File: src/rtl/icache_cfg_pkg.sv
/*
 * Instruction cache bypass configuration.
 * Sizes of the fetch and fill paths and the vector types built on them.
 */

`default_nettype none

package icache_cfg_pkg;

  // Port count and bus widths
  localparam int unsigned NR_FETCH_PORTS = 2;
  localparam int unsigned FETCH_AW       = 32;
  localparam int unsigned FETCH_DW       = 32;
  localparam int unsigned LINE_WIDTH     = 128;

  // Derived alignment of words within a line
  localparam int unsigned LINE_ALIGN     = $clog2(LINE_WIDTH / 8);
  localparam int unsigned FETCH_ALIGN    = $clog2(FETCH_DW / 8);
  localparam int unsigned WORDS_PER_LINE = LINE_WIDTH / FETCH_DW;

  // One order FIFO slot per port, since each port has at most one fill in flight
  localparam int unsigned RSP_FIFO_DEPTH = NR_FETCH_PORTS;

  typedef logic [FETCH_AW-1:0]                 addr_t;
  typedef logic [FETCH_DW-1:0]                 fetch_word_t;
  typedef logic [LINE_WIDTH-1:0]               line_t;
  typedef logic [$clog2(WORDS_PER_LINE)-1:0]   word_sel_t;
  typedef logic [NR_FETCH_PORTS-1:0]           port_mask_t;

endpackage

`default_nettype wire

File: src/rtl/icache_bus_pkg.sv
/*
 * Instruction cache bypass bus types.
 * Payloads of fill responses and of per-port fetch responses.
 */

`default_nettype none

package icache_bus_pkg;

  // A whole line returned by the fill channel
  typedef struct packed {
    icache_cfg_pkg::line_t       data;
    logic                        error;
  } fill_rsp_t;

  // The word handed back to one fetch port
  typedef struct packed {
    icache_cfg_pkg::fetch_word_t data;
    logic                        error;
  } fetch_rsp_t;

endpackage

`default_nettype wire

File: src/rtl/bypass_port_ctrl.sv
/*
 * Bypass fetch port controller.
 * Requests the line holding the fetch address, captures its word
 * from the fill response and presents it for one cycle.
 */

`timescale 1ns/1ps
`default_nettype none

module bypass_port_ctrl (
  input  logic                       clk_i,
  input  logic                       arst_n_i,
  input  logic                       valid_i,
  input  icache_cfg_pkg::addr_t      addr_i,
  output logic                       ready_o,
  output icache_bus_pkg::fetch_rsp_t rsp_o,
  output logic                       line_req_o,
  output icache_cfg_pkg::addr_t      line_addr_o,
  input  logic                       grant_i,
  input  logic                       rsp_strobe_i,
  input  icache_bus_pkg::fill_rsp_t  fill_rsp_i
);

  typedef enum logic [1:0] {
    Idle,
    RequestData,
    WaitResponse,
    PresentResponse
  } state_e;

  state_e                      state_d;
  state_e                      state_q;
  icache_cfg_pkg::addr_t       addr_q;
  icache_cfg_pkg::word_sel_t   word_sel;
  icache_cfg_pkg::fetch_word_t word;
  logic                        take_addr;
  logic                        capture;

  always_comb begin
    state_d    = state_q;
    take_addr  = 1'b0;
    capture    = 1'b0;
    line_req_o = 1'b0;
    ready_o    = 1'b0;
    unique case (state_q)
      Idle: begin
        if (valid_i) begin
          take_addr = 1'b1;
          state_d   = RequestData;
        end
      end
      // Hold the request until the arbiter hands the fill channel to this port
      RequestData: begin
        line_req_o = 1'b1;
        if (grant_i) state_d = WaitResponse;
      end
      WaitResponse: begin
        if (rsp_strobe_i) begin
          capture = 1'b1;
          state_d = PresentResponse;
        end
      end
      // The word is served from the response register for exactly one cycle
      PresentResponse: begin
        ready_o = 1'b1;
        state_d = Idle;
      end
      default: state_d = Idle;
    endcase
  end

  always_ff @(posedge clk_i or negedge arst_n_i) begin
    if (!arst_n_i) begin
      state_q <= Idle;
    end else begin
      state_q <= state_d;
    end
  end

  // Fill requests always cover a whole line
  assign line_addr_o = {addr_q[icache_cfg_pkg::FETCH_AW-1:icache_cfg_pkg::LINE_ALIGN],
                        {icache_cfg_pkg::LINE_ALIGN{1'b0}}};

  assign word_sel = addr_q[icache_cfg_pkg::LINE_ALIGN-1:icache_cfg_pkg::FETCH_ALIGN];
  assign word     = fill_rsp_i.data[word_sel*icache_cfg_pkg::FETCH_DW +: icache_cfg_pkg::FETCH_DW];

  always_ff @(posedge clk_i) begin
    if (take_addr) addr_q <= addr_i;
    if (capture) begin
      rsp_o.data  <= word;
      rsp_o.error <= fill_rsp_i.error;
    end
  end

endmodule

`default_nettype wire

File: src/rtl/fill_req_arbiter.sv
/*
 * Fill request arbiter.
 * Round-robin choice among requesting ports for the single fill channel.
 */

`timescale 1ns/1ps
`default_nettype none

module fill_req_arbiter (
  input  logic                                                   clk_i,
  input  logic                                                   arst_n_i,
  input  icache_cfg_pkg::port_mask_t                             req_i,
  input  icache_cfg_pkg::addr_t [icache_cfg_pkg::NR_FETCH_PORTS-1:0] addr_i,
  output logic                                                   fill_req_valid_o,
  output icache_cfg_pkg::addr_t                                  fill_req_addr_o,
  input  logic                                                   fill_req_ready_i,
  output icache_cfg_pkg::port_mask_t                             grant_o
);

  icache_cfg_pkg::port_mask_t prio_q;
  icache_cfg_pkg::port_mask_t lock_sel_q;
  icache_cfg_pkg::port_mask_t masked_req;
  icache_cfg_pkg::port_mask_t cand;
  icache_cfg_pkg::port_mask_t sel;
  icache_cfg_pkg::port_mask_t sel_shift;
  logic                       lock_q;
  logic                       handshake;
  logic                       stall;

  // Ports at or above the pointer win first, otherwise wrap to the lowest requester
  always_comb begin
    masked_req = req_i & prio_q;
    cand       = (|masked_req) ? masked_req : req_i;
    sel        = lock_q ? lock_sel_q : (cand & (~cand + 1'b1));
    sel_shift  = sel << 1;
    fill_req_addr_o = '0;
    for (int i = 0; i < icache_cfg_pkg::NR_FETCH_PORTS; i++) begin
      if (sel[i]) fill_req_addr_o = fill_req_addr_o | addr_i[i];
    end
  end

  assign fill_req_valid_o = |req_i;
  assign handshake        = fill_req_valid_o & fill_req_ready_i;
  assign stall            = fill_req_valid_o & ~fill_req_ready_i;
  assign grant_o          = handshake ? sel : '0;

  // A stalled choice is kept so that the channel holds steady under back-pressure
  always_ff @(posedge clk_i or negedge arst_n_i) begin
    if (!arst_n_i) begin
      prio_q     <= '1;
      lock_q     <= 1'b0;
      lock_sel_q <= '0;
    end else begin
      lock_q <= stall;
      if (stall) lock_sel_q <= sel;
      if (handshake) prio_q <= ~(sel_shift - 1'b1);
    end
  end

endmodule

`default_nettype wire

File: src/rtl/fill_rsp_router.sv
/*
 * Fill response router.
 * Order FIFO of granted port masks that strobes the owner of each response.
 */

`timescale 1ns/1ps
`default_nettype none

module fill_rsp_router (
  input  logic                       clk_i,
  input  logic                       arst_n_i,
  input  icache_cfg_pkg::port_mask_t grant_i,
  input  logic                       fill_rsp_valid_i,
  output icache_cfg_pkg::port_mask_t rsp_strobe_o
);

  typedef logic [icache_cfg_pkg::RSP_FIFO_DEPTH-1:0] slot_mask_t;

  icache_cfg_pkg::port_mask_t mem_q [icache_cfg_pkg::RSP_FIFO_DEPTH];
  icache_cfg_pkg::port_mask_t head;
  slot_mask_t                 wr_ptr_q;
  slot_mask_t                 rd_ptr_q;
  slot_mask_t                 used_q;
  slot_mask_t                 used_d;
  logic                       head_used;
  logic                       push;
  logic                       pop;

  // Pointers are one-hot and rotate through the slots
  always_comb begin
    head      = '0;
    head_used = 1'b0;
    for (int i = 0; i < icache_cfg_pkg::RSP_FIFO_DEPTH; i++) begin
      if (rd_ptr_q[i]) begin
        head      = mem_q[i];
        head_used = used_q[i];
      end
    end
  end

  assign push = |grant_i;
  assign pop  = fill_rsp_valid_i & head_used;

  assign rsp_strobe_o = pop ? head : '0;

  // A slot freed and refilled in one cycle ends up occupied
  assign used_d = (used_q & ~(pop ? rd_ptr_q : '0)) | (push ? wr_ptr_q : '0);

  always_ff @(posedge clk_i or negedge arst_n_i) begin
    if (!arst_n_i) begin
      wr_ptr_q <= slot_mask_t'(1);
      rd_ptr_q <= slot_mask_t'(1);
      used_q   <= '0;
    end else begin
      used_q <= used_d;
      if (push) wr_ptr_q <= {wr_ptr_q[icache_cfg_pkg::RSP_FIFO_DEPTH-2:0],
                             wr_ptr_q[icache_cfg_pkg::RSP_FIFO_DEPTH-1]};
      if (pop) rd_ptr_q <= {rd_ptr_q[icache_cfg_pkg::RSP_FIFO_DEPTH-2:0],
                            rd_ptr_q[icache_cfg_pkg::RSP_FIFO_DEPTH-1]};
    end
  end

  always_ff @(posedge clk_i) begin
    for (int i = 0; i < icache_cfg_pkg::RSP_FIFO_DEPTH; i++) begin
      if (push && wr_ptr_q[i]) mem_q[i] <= grant_i;
    end
  end

endmodule

`default_nettype wire

File: src/rtl/icache_bypass_top.sv
/*
 * Instruction cache bypass path.
 * Fetch ports share one fill channel through a round-robin arbiter,
 * and an order FIFO returns each in-order fill response to its owner.
 */

`timescale 1ns/1ps
`default_nettype none

module icache_bypass_top (
  input  logic                                                      clk_i,
  input  logic                                                      arst_n_i,
  input  icache_cfg_pkg::port_mask_t                                inst_valid_i,
  input  icache_cfg_pkg::addr_t      [icache_cfg_pkg::NR_FETCH_PORTS-1:0] inst_addr_i,
  output icache_cfg_pkg::port_mask_t                                inst_ready_o,
  output icache_bus_pkg::fetch_rsp_t [icache_cfg_pkg::NR_FETCH_PORTS-1:0] inst_rsp_o,
  output logic                                                      fill_req_valid_o,
  output icache_cfg_pkg::addr_t                                     fill_req_addr_o,
  input  logic                                                      fill_req_ready_i,
  input  logic                                                      fill_rsp_valid_i,
  input  icache_bus_pkg::fill_rsp_t                                 fill_rsp_i
);

  icache_cfg_pkg::port_mask_t                                line_req;
  icache_cfg_pkg::addr_t [icache_cfg_pkg::NR_FETCH_PORTS-1:0] line_addr;
  icache_cfg_pkg::port_mask_t                                grant;
  icache_cfg_pkg::port_mask_t                                rsp_strobe;

  // One controller per fetch port, all seeing the same fill response
  for (genvar i = 0; i < icache_cfg_pkg::NR_FETCH_PORTS; i++) begin : gen_port
    bypass_port_ctrl i_port_ctrl (
      .clk_i        ( clk_i           ),
      .arst_n_i     ( arst_n_i        ),
      .valid_i      ( inst_valid_i[i] ),
      .addr_i       ( inst_addr_i[i]  ),
      .ready_o      ( inst_ready_o[i] ),
      .rsp_o        ( inst_rsp_o[i]   ),
      .line_req_o   ( line_req[i]     ),
      .line_addr_o  ( line_addr[i]    ),
      .grant_i      ( grant[i]        ),
      .rsp_strobe_i ( rsp_strobe[i]   ),
      .fill_rsp_i   ( fill_rsp_i      )
    );
  end

  fill_req_arbiter i_req_arbiter (
    .clk_i            ( clk_i            ),
    .arst_n_i         ( arst_n_i         ),
    .req_i            ( line_req         ),
    .addr_i           ( line_addr        ),
    .fill_req_valid_o ( fill_req_valid_o ),
    .fill_req_addr_o  ( fill_req_addr_o  ),
    .fill_req_ready_i ( fill_req_ready_i ),
    .grant_o          ( grant            )
  );

  // Responses come back in request order, so the grant sequence names the owner
  fill_rsp_router i_rsp_router (
    .clk_i            ( clk_i            ),
    .arst_n_i         ( arst_n_i         ),
    .grant_i          ( grant            ),
    .fill_rsp_valid_i ( fill_rsp_valid_i ),
    .rsp_strobe_o     ( rsp_strobe       )
  );

endmodule

`default_nettype wire

File: config.mk
export PLATFORM = sky130hd
export DESIGN_NAME = icache_bypass_top
export DESIGN_NICKNAME = d
export VERILOG_FILES = /design/src/rtl/icache_cfg_pkg.sv /design/src/rtl/icache_bus_pkg.sv /design/src/rtl/bypass_port_ctrl.sv /design/src/rtl/fill_req_arbiter.sv /design/src/rtl/fill_rsp_router.sv /design/src/rtl/icache_bypass_top.sv
export SDC_FILE = /design/constraint.sdc
export NUM_CORES = 1
export LEC_CHECK = 0
export BUFFER_PORTS_ARGS = -buffer_cell sky130_fd_sc_hd__buf_2
export CORE_MARGIN = 5
export CORE_UTILIZATION = 50
export CTS_CLUSTER_DIAMETER = 80
export DETAILED_ROUTE_END_ITERATION = 12
export PLACE_DENSITY = 0.81
export REMOVE_ABC_BUFFERS = 1
export SYNTH_ARGS = -nofsm -noshare
export SYNTH_HDL_FRONTEND = slang
export SYNTH_HIERARCHICAL = 1
export SYNTH_SLANG_ARGS = --single-unit
File: constraint.sdc
create_clock -name clk_i -period 5.6 [get_ports clk_i]
set_input_delay 0.84 -clock clk_i [delete_from_list [all_inputs] [get_ports clk_i]]
set_output_delay 0.84 -clock clk_i [all_outputs]
set_load 0.05 [all_outputs]
* After elaboration in Yosys (flattened, before gate mapping)
Memory sizes are Yosys's and may differ from the RTL's.
Index checks and enable logic that the tools add are counted.
** Operators by class
- $add $sub $neg :: 2
- Eq/ne operators :: 12
- Shifts and indexed selects :: 2
- Muxes and demuxes :: 36
- Bitwise operators :: 12
- Reduce and logical (&&, ||, !) cells :: 9
** Operators by type and width (count)
- variable part select 128 x 8 -> 32 bit :: 2
- two-way mux 32 bit :: 2
- OR 32 bit :: 1
- two-way mux 2 bit :: 14
- two-way mux 1 bit :: 18
- one-hot mux 2 bit (4 select lines) :: 2
- == test 2 bit, second input constant :: 4
- inequality test 2 x 1 -> 1 bit, second input constant :: 4
- AND 2 bit :: 3
- inverter 2 bit :: 3
- AND reduction 3 bit :: 2
- OR reduction 2 bit :: 3
- == test 2 x 1 -> 1 bit, second input constant :: 2
- zero test 2 bit :: 2
- inequality test 2 bit, second input constant :: 2
- AND 1 bit :: 3
- adder 2 x 1 -> 2 bit, second input constant :: 1
- logical AND 1 bit :: 2
- OR 2 bit :: 1
- subtractor 2 x 1 -> 2 bit, second input constant :: 1
- inverter 1 bit :: 1
** Word-level totals
- Register bits :: 145
- RAM bits :: 4
- Output and inout port bits :: 101
- Logic and storage cells :: 88
- Memories :: 1
** Memory list
- i_rsp_router.mem_q :: depth 2, bits a word 2, read ports 2, clocked after memory_dff 0, wr ports 2, RTL line fill_rsp_router.sv:19 : icache_cfg_pkg::port_mask_t mem_q [icache_cfg_pkg::RSP_FIFO_DEPTH];

* Logic depth before layout (Yosys ltp)
Gate-level depths: netlist (run 1).
- Depth in word-level cells :: 14
- Depth in mapped cells :: 10

* Modules after synthesis
The synthesis (run 1) kept the hierarchy.
** Modules (own cells, without submodules)
- bypass_port_ctrl :: times used 2, cells each 152, area each 3078.0 um^2
- fill_req_arbiter :: times used 1, cells each 59, area each 593.1 um^2
- fill_rsp_router :: times used 1, cells each 40, area each 454.2 um^2

* Worst setup path after synthesis (run 1)
Ideal clock, no wire load.
- Path type :: reg2out
- Start point :: register gen_port[0].i_port_ctrl.state_q[1]
- End point :: output fill_req_addr_o[10]
- Arrival time :: 1.636 ns
- Setup slack :: 3.124 ns
- Cell stages (with the launch flop) :: 8
- Path buffers :: 2
- Cell sequence :: dfrtp_1 -> inv_1 -> ha_1 -> nor2b_1 -> a22o_1 -> buf_6 -> buf_6 -> a22o_1
** On the way
- Word-level cells in the longest chain between the ends :: 12
** RTL lines
- start: declaration :: RTL line bypass_port_ctrl.sv:32 : state_e state_q;
- start signal: assignment :: RTL line bypass_port_ctrl.sv:74 : state_q <= Idle;
- start signal: assignment :: RTL line bypass_port_ctrl.sv:76 : state_q <= state_d;
- == test 2 x 1 -> 1 bit (*) :: RTL line bypass_port_ctrl.sv:45 : unique case (state_q)
- two-way mux 1 bit (*) :: RTL line bypass_port_ctrl.sv:45
- named net line_req[0] :: RTL line icache_bypass_top.sv:24 : icache_cfg_pkg::port_mask_t line_req;
- AND 2 bit :: RTL line fill_req_arbiter.sv:32 : masked_req = req_i & prio_q;
- OR reduction 2 bit :: RTL line fill_req_arbiter.sv:33 : cand = (|masked_req) ? masked_req : req_i;
- two-way mux 2 bit (*) :: RTL line fill_req_arbiter.sv:33
- inverter 2 bit :: RTL line fill_req_arbiter.sv:34 : sel = lock_q ? lock_sel_q : (cand & (~cand + 1'b1));
- adder 2 x 1 -> 2 bit :: RTL line fill_req_arbiter.sv:34
- AND 2 bit (*) :: RTL line fill_req_arbiter.sv:34
- two-way mux 2 bit (*) :: RTL line fill_req_arbiter.sv:34
- two-way mux 32 bit :: RTL line fill_req_arbiter.sv:38 : if (sel[i]) fill_req_addr_o = fill_req_addr_o | addr_i[i];
- OR 32 bit :: RTL line fill_req_arbiter.sv:38
- two-way mux 32 bit (*) :: RTL line fill_req_arbiter.sv:38
- end: declaration :: RTL line icache_bypass_top.sv:18 : output icache_cfg_pkg::addr_t fill_req_addr_o,
Mark *: on every way through the listed nets, which the timed path passes. The rest lies on a longest branch.

* Worst setup path in the final report (run 1)
- Start point :: register gen_port[0].i_port_ctrl.state_q[1]
- End point :: output fill_req_addr_o[26]
The elaborated chain is that of the path after synthesis.

==> results.cfg, run 1 <==
[clock_tree]
cts.sinks = 145
htree_levels = 4
cts-root-buf = clkbuf_16
hold_buffers = 0
cts_tree = yes
clock_latency_ns = 0.41
path_clk_slew_ns = 0.06
cts_buffers = 17
ctsResizeCount = 0
postCtsSetupRepairBufs = 0
clockBufferDepth = 2

[synth]
ys.flop_type = edfxtp_1
ys_types = 33
postSynthCellCount = 403
synth_edf_count = 130
synth_area_leaders = edfxtp_1 54%, mux4_2 20%, buf_4 7.0%, a22o_1 4.0%, dfrtp_1 3.8%
yosysWarningCount = 6
synth.largest_area_cell = edfxtp_1
synth_top_area_share_pct = 54.2
synth_area_per_cell_um2 = 17.9
syn-cell-area_um2 = 7200
ys_seq_area_share_pct = 59.5
synthArstFlopShare_pct = 10.3
ys_seq_elements = 145

[timing]
fmax_ghz = 0.267
timing.final.crit_period_ns = 3.75
worstMarginPinSlew_ns = 1.24
layout_setup_ws_ns = 1.85
slew_headroom_pct = 17.6
setup_viol = 0
drv_slew = 0
whs_ns = 0.328
finClkSkew_ns = 0.00776
rsz0062_at_grt = no
finalSetupTns_ns = 0
period_share_pct = 67.0
finalHoldViolCount = 0

[worst_setup_path]
required_ns = 4.76
crit_top_cell = a22o_1
slowest_delay_ns = 0.99
crit_chain = inv_1 -> ha_1 -> nor2b_1 -> a22o_1 -> a22o_1 -> buf_2
cp-end-kind = output port
crit_path_max_fanout = 35
cp-start-kind = flop
critPathKind = flop to output port
critPathSlowestCell = a22o_1
arrival_ns = 2.91

[grt]
grt_max_degree = 36
grt_pass1_wl_mm = 25.8
grt_pass1_vias = 4919
overflow = 0
antenna_found_initial = 1
grt_usage_pct = 20.6

[pwr]
p_leak_nw = 3.68
ir_drop_mv = 0.226
power.density_nw_per_um2 = 453
p_total_mw = 4.03

[drt]
viasPerCell = 5.42
wirelength_mm = 17.3
drt_iter0_drc = 271
drtAntennaViolNets = 0
vias = 4500
first_pass_iters = 4
drc = 0
post_drt_wl_per_cell_um = 20.8

[status]
status = finished clean

[floorplan]
initial_core_util_pct = 51.5
ioPinCount = 300
num_rows = 43
die_w_um = 130
fp.dieArea_um2 = 16900
core_area_um2 = 14000
die_y_um = 130

[final_layout]
synthToLayoutAreaGrowth_pct = 23.3
drive_gt1_share_pct = 61.9
n_antenna_cell = 0
fin_nets = 846

[placed_design]
place_ws_ns = 2.17
port_buffers = 291
hpwl_mm = 13.4
place_congestion = 0.793

[job]
drv_cap = 0

[hold_path]
hold_class = input pin to asynchronous set/reset pin
[synth_stat cells, drive strengths merged (4+ instances only)]
cell	n
dfrtp	11
a22o	33
and2	5
nor2	7
a21oi	5
mux2	5
nand2	8
mux4	64
edfxtp	130
inv	11
ha	8
dfstp	4
buf	87
nor2b	6
[area by class of cell]
cell class	instances	area [µm²]
Clock inverter	12	166
Tap cell	180	225
Timing Repair Buffer	298	1510
Sequential cell	145	4280
Clock buffer	19	433
Fill cell	1051	5110
Inverter	11	41.3
Multi-Input combinational cell	166	2220
[final timing paths]
path	from	to	slack (ns)	cells past startpoint
setup / recovery	gen_port[0].i_port_ctrl/state_q[1]$_DFFE_PN0P_	fill_req_addr_o[26]	1.85	6
setup reg to reg	gen_port[0].i_port_ctrl/state_q[1]$_DFFE_PN0P_	gen_port[0].i_port_ctrl/state_q[1]$_DFFE_PN0P_	2.26	8
max in group asynchronous	arst_n_i	i_req_arbiter/prio_q[0]$_DFFE_PN1N_	4.97	1
hold / removal	arst_n_i	i_rsp_router/wr_ptr_q[1]$_DFFE_PN0N_	0.33	1
min in group clk_i	i_rsp_router/wr_ptr_q[1]$_DFFE_PN0N_	i_rsp_router/wr_ptr_q[1]$_DFFE_PN0N_	0.47	2
hold reg to reg	i_rsp_router/wr_ptr_q[1]$_DFFE_PN0N_	i_rsp_router/wr_ptr_q[1]$_DFFE_PN0N_	0.47	2
[where the power goes]
| group | internal, mW | switching [mW] |
|---|---|---|
| logic | 0.490 | 1.03 |
| clock network | 0.737 | 0.402 |
| registers | 1.33 | 0.0403 |
| total | 2.56 | 1.47 |
[kinds of logic after synthesis]
| logic type | count (synthesis) | share of synthesized area (%) |
|---|---|---|
| DFF | 145 | 59.5 |
| buffers and inverters | 98 | 9.99 |
| muxes | 72 | 21.2 |
| AOI/OAI and AO/OA | 47 | 5.42 |
| and+or+nand+nor | 31 | 2.41 |
| adders and majority gates | 8 | 1.39 |
| other | 2 | 0.104 |
[registers in the layout, summed over array words and instances, names as in the netlist, 2 cells and up]
signal,cells
gen_port.i_port_ctrl/rsp_o,66
i_rsp_router/used_q,2
gen_port.i_port_ctrl/state_q,4
gen_port.i_port_ctrl/addr_q,60
i_rsp_router/wr_ptr_q,2
i_req_arbiter/prio_q,2
i_rsp_router/rd_ptr_q,2
i_req_arbiter/lock_sel_q,2
i_rsp_router/mem_q,4
[cells in the final DEF, fill, tap and decap left out, types with 2 or more instances in the layout]
master | synthesis | routed
dfstp_2 | 4 | 4
dfrtp_1 | 11 | 11
nand2_1 | 8 | 8
clkinv_2 | 0 | 5
bufinv_16 | 0 | 4
clkbuf_16 | 0 | 17
conb_1 | 2 | 8
and2_2 | 2 | 2
ha_1 | 8 | 8
clkinv_4 | 0 | 2
nor2_1 | 7 | 7
buf_4 | 67 | 7
mux4_2 | 64 | 64
a21o_1 | 2 | 2
a21oi_1 | 4 | 4
and2_1 | 3 | 3
edfxtp_1 | 130 | 130
inv_1 | 11 | 11
nor2b_1 | 5 | 5
mux2i_1 | 3 | 3
mux2_1 | 2 | 2
clkbuf_1 | 0 | 2
a222oi_1 | 2 | 2
buf_2 | 8 | 291
a22o_1 | 33 | 33
mux2_2 | 3 | 3
a22oi_1 | 2 | 2
[worst max-delay path, delay by kind of cell (launching register included)]
kind	cells	cell delay [ns]
AND/OR/NAND/NOR	1	0.23
flip-flops	1	0.41
AO/OA/AOI/OAI	2	1.30
buffers and inverters	2	0.37
adder cells (fa/ha/maj)	1	0.19
[metal layers]
layer | up-vias | track usage, % | routed length [µm]
met4 | 2 | 8.99 | 524
li1 | 2016 | - | -
met3 | 33 | 6.96 | 1570
met5 | - | 0 | 11
met2 | 251 | 36.6 | 9220
met1 | 2198 | 22.5 | 5950
[through the flow]
stage / cell area [µm²] / instances / util, %
CTS: 8880 / 831 / 63.5
finish: 8880 / 831 / 63.5
global placement: 8280 / 800 / 59.2
global route: 8880 / 831 / 63.5
floorplan: 6550 / 322 / -
detailed placement: 8280 / 800 / 59.2
(Power assumes the default switching activity.)
==> inputs of run 2 (changes only) <==
--- a/config.mk
+++ b/config.mk
@@ -5,12 +5,13 @@
 export SDC_FILE = /design/constraint.sdc
 export NUM_CORES = 1
 export LEC_CHECK = 0
+export ABC_AREA = 1
 export BUFFER_PORTS_ARGS = -buffer_cell sky130_fd_sc_hd__buf_2
 export CORE_MARGIN = 5
 export CORE_UTILIZATION = 50
 export CTS_CLUSTER_DIAMETER = 80
 export DETAILED_ROUTE_END_ITERATION = 12
-export PLACE_DENSITY = 0.81
+export PLACE_DENSITY = 0.78
 export REMOVE_ABC_BUFFERS = 1
 export SYNTH_ARGS = -nofsm -noshare
 export SYNTH_HDL_FRONTEND = slang
==> constraint.sdc (replaced) <==
create_clock -name clk_i -period 3.7 [get_ports clk_i]
set_input_delay 0.555 -clock clk_i [delete_from_list [all_inputs] [get_ports clk_i]]
set_output_delay 0.555 -clock clk_i [all_outputs]
set_load 0.05 [all_outputs]
==> run 2 against run 1 <==
Compared with the run above:
- flip-flop and latch count unchanged
- combinational power up 86%
- largest cell class unchanged
- clock power increased by 66%
- synthesized area up 15%
==> results.cfg, run 2 <==
[final_layout]
drive_gt1_share_pct = 30.7
multi_input_area_um2 = 2500
synthToLayoutAreaGrowth_pct = 18.9
largest_reg_flops = 66
reg.largest.list = gen_port.i_port_ctrl/rsp_o (66), gen_port.i_port_ctrl/addr_q (60)
fin_nets = 1337
layout_commonest_cell = buf_2
n_fill_cell = 1412
layout_common_cells = 291 x buf_2, 237 x nand2_1, 156 x inv_1
register_area_um2 = 4280
top_register = gen_port.i_port_ctrl/rsp_o
layoutNonFillerInstCount = 1364

[timing]
period_share_pct = 82.5
fmax_ghz = 0.328
drv_slew = 0
worstMarginPinSlew_ns = 1.01
finClkSkew_ns = 0.0120
timing.final.crit_period_ns = 3.05
finalSetupTns_ns = 0
setup_viol = 0
slew_headroom_pct = 32.1
rsz0062_at_grt = no
finalHoldViolCount = 0

[synth]
synth-simple-area-share_pct = 14.7
synth_area_per_cell_um2 = 9.02
ys_types = 23
ys_seq_area_share_pct = 51.7
synth_common_cells = 237 x nand2_1, 158 x inv_1, 130 x edfxtp_1
synth_compound_area_share_pct = 13.8
synthArstFlopShare_pct = 10.3
yosysMostFrequentCell = nand2_1
postSynthCellCount = 920
synth_xor_area_share_pct = 0
synth_fa_ha_area_share_pct = 1.21
synth_edf_count = 130
yosys-mux-area-fraction_pct = 0
synth.largest_area_cell = edfxtp_1
ys_seq_elements = 145
syn-cell-area_um2 = 8290
yosysWarningCount = 6
synth_top_area_share_pct = 47.1
synth_top_family_by_area = buffers and inverters
synth_area_leaders = edfxtp_1 47%, nand2_1 11%, inv_1 7.2%, buf_4 6.1%, o211ai_1 5.8%
ys.flop_type = edfxtp_1

[grt]
grt_pass1_wl_mm = 33.2
grt_usage_pct = 21.6
overflow = 0
grt_pass1_vias = 6549
grt_max_degree = 129
antenna_found_initial = 2

[worst_setup_path]
crit_chain = inv_1 -> ha_1 -> inv_1 -> nand2_1 -> nand3_2 -> nand3_1 -> nand2_1 -> buf_2
critPathKind = flop to output port
slowest_delay_ns = 0.63
required_ns = 3.14
critPathTopFamily = simple AND/OR/NAND/NOR gates
cp-end-kind = output port
crit_path_max_fanout = 34
arrival_ns = 2.50
crit_buf_inv = 3
r2r-start = gen_port[1].i_port_ctrl/state_q[1]$_DFFE_PN0P_
crit_start = gen_port[0].i_port_ctrl/state_q[1]$_DFFE_PN0P_
critPathSlowestCell = nand3_2
cp-start-kind = flop

[clock_tree]
clockBufferDepth = 2
ctsResizeCount = 0
htree_levels = 4
cts.sinks = 145
clock_latency_ns = 0.42
path_clk_slew_ns = 0.06
hold_buffers = 0
cts-root-buf = clkbuf_16
cts_buffers = 17
postCtsSetupRepairBufs = 0
cts_tree = yes

[drt]
viasPerCell = 4.92
drtAntennaViolNets = 0
post_drt_wl_per_cell_um = 15.6
drt_iter0_drc = 473
vias = 6714
drc = 0
first_pass_iters = 5
wirelength_mm = 21.3

[floorplan]
num_rows = 47
fp.dieArea_um2 = 19300
die_w_um = 139
ioPinCount = 300
core_area_um2 = 16400
die_y_um = 139
initial_core_util_pct = 50.6

[job]
drv_cap = 0

[pwr]
ir_drop_mv = 0.516
p_leak_nw = 4.87
power.density_nw_per_um2 = 698

[placed_design]
place_inst = 1331
place_congestion = 0.867
hpwl_mm = 15.4
port_buffers = 291

[hold_path]
hold_class = input pin to asynchronous set/reset pin

[status]
status = finished clean
[run 2: worst reg2reg max path, cell delays in order, from the launching register on]
cell,delay [ns]
dfrtp_1,0.41
inv_1,0.09
ha_1,0.23
nand3_1,0.15
nand3_2,0.57
nand2_1,0.15
nor2_1,0.28
nor2_1,0.13
nor2_1,0.26
[run 2: final timing paths]
path,endpoint,slack [ns],depth (start not counted)
hold / removal,gen_port[1].i_port_ctrl/state_q[0]$_DFFE_PN0P_,0.05,1
min in group clk_i,gen_port[0].i_port_ctrl/addr_q[16]$_DFFE_PP_,0.31,1
setup reg to reg,i_rsp_router/mem_q[0][2]$_DFFE_PP_,1.11,8
setup / recovery,fill_req_addr_o[17],0.65,8
hold reg to reg,i_req_arbiter/prio_q[0]$_DFFE_PN1N_,0.47,2
max in group asynchronous,i_req_arbiter/prio_q[0]$_DFFE_PN1N_,3.34,1
[run 2: per-stage QoR]
stage	worst slack [ns]	util (%)	total power, mW	hold WS, ns	instance area [µm²]
finish	0.648	60.1	6.89	0.0477	9860
global route	0.444	60.1	7.28	0.0462	9860
CTS	0.597	60.1	6.93	0.0323	9860
detailed placement	1.07	56.1	5.02	0.457	9210
global placement	1.13	56.1	4.96	0.450	9210
floorplan	0.950	-	4.28	0.259	7380
[run 2: report_power, final]
| part | internal, mW | leakage (nW) | total (mW) | switching, mW |
|---|---|---|---|---|
| sequential | 2.07 | 1.36 | 2.17 | 0.0957 |
| combinational | 0.686 | 3.19 | 2.83 | 2.14 |
| clock | 1.16 | 0.314 | 1.89 | 0.737 |
| total | 3.91 | 4.87 | 6.89 | 2.97 |
[run 2: kinds of logic after synthesis]
kind of cell,after synthesis
other cells,2
flops,145
buf+inv,275
fa+ha+maj,8
compound gates,197
simple gates,293
[run 2: routing by layer]
metal	vias to the layer above	wire length (µm)	GRT usage (%)
met5	-	11	0
met4	2	454	7.00
met3	29	2300	9.34
met2	260	10400	36.5
met1	3052	8090	24.7
li1	3371	-	-
[run 2: final cells by class]
| type | instances | area share [%] |
|---|---|---|
| antenna | 1 | 0.0254 |
| clock buffer | 17 | 4.31 |
| clock inverter | 15 | 2.23 |
| inverter | 159 | 6.05 |
| multi-input combinational | 506 | 25.3 |
| sequential | 145 | 43.5 |
| tap | 220 | 2.79 |
| timing repair buffer | 301 | 15.8 |
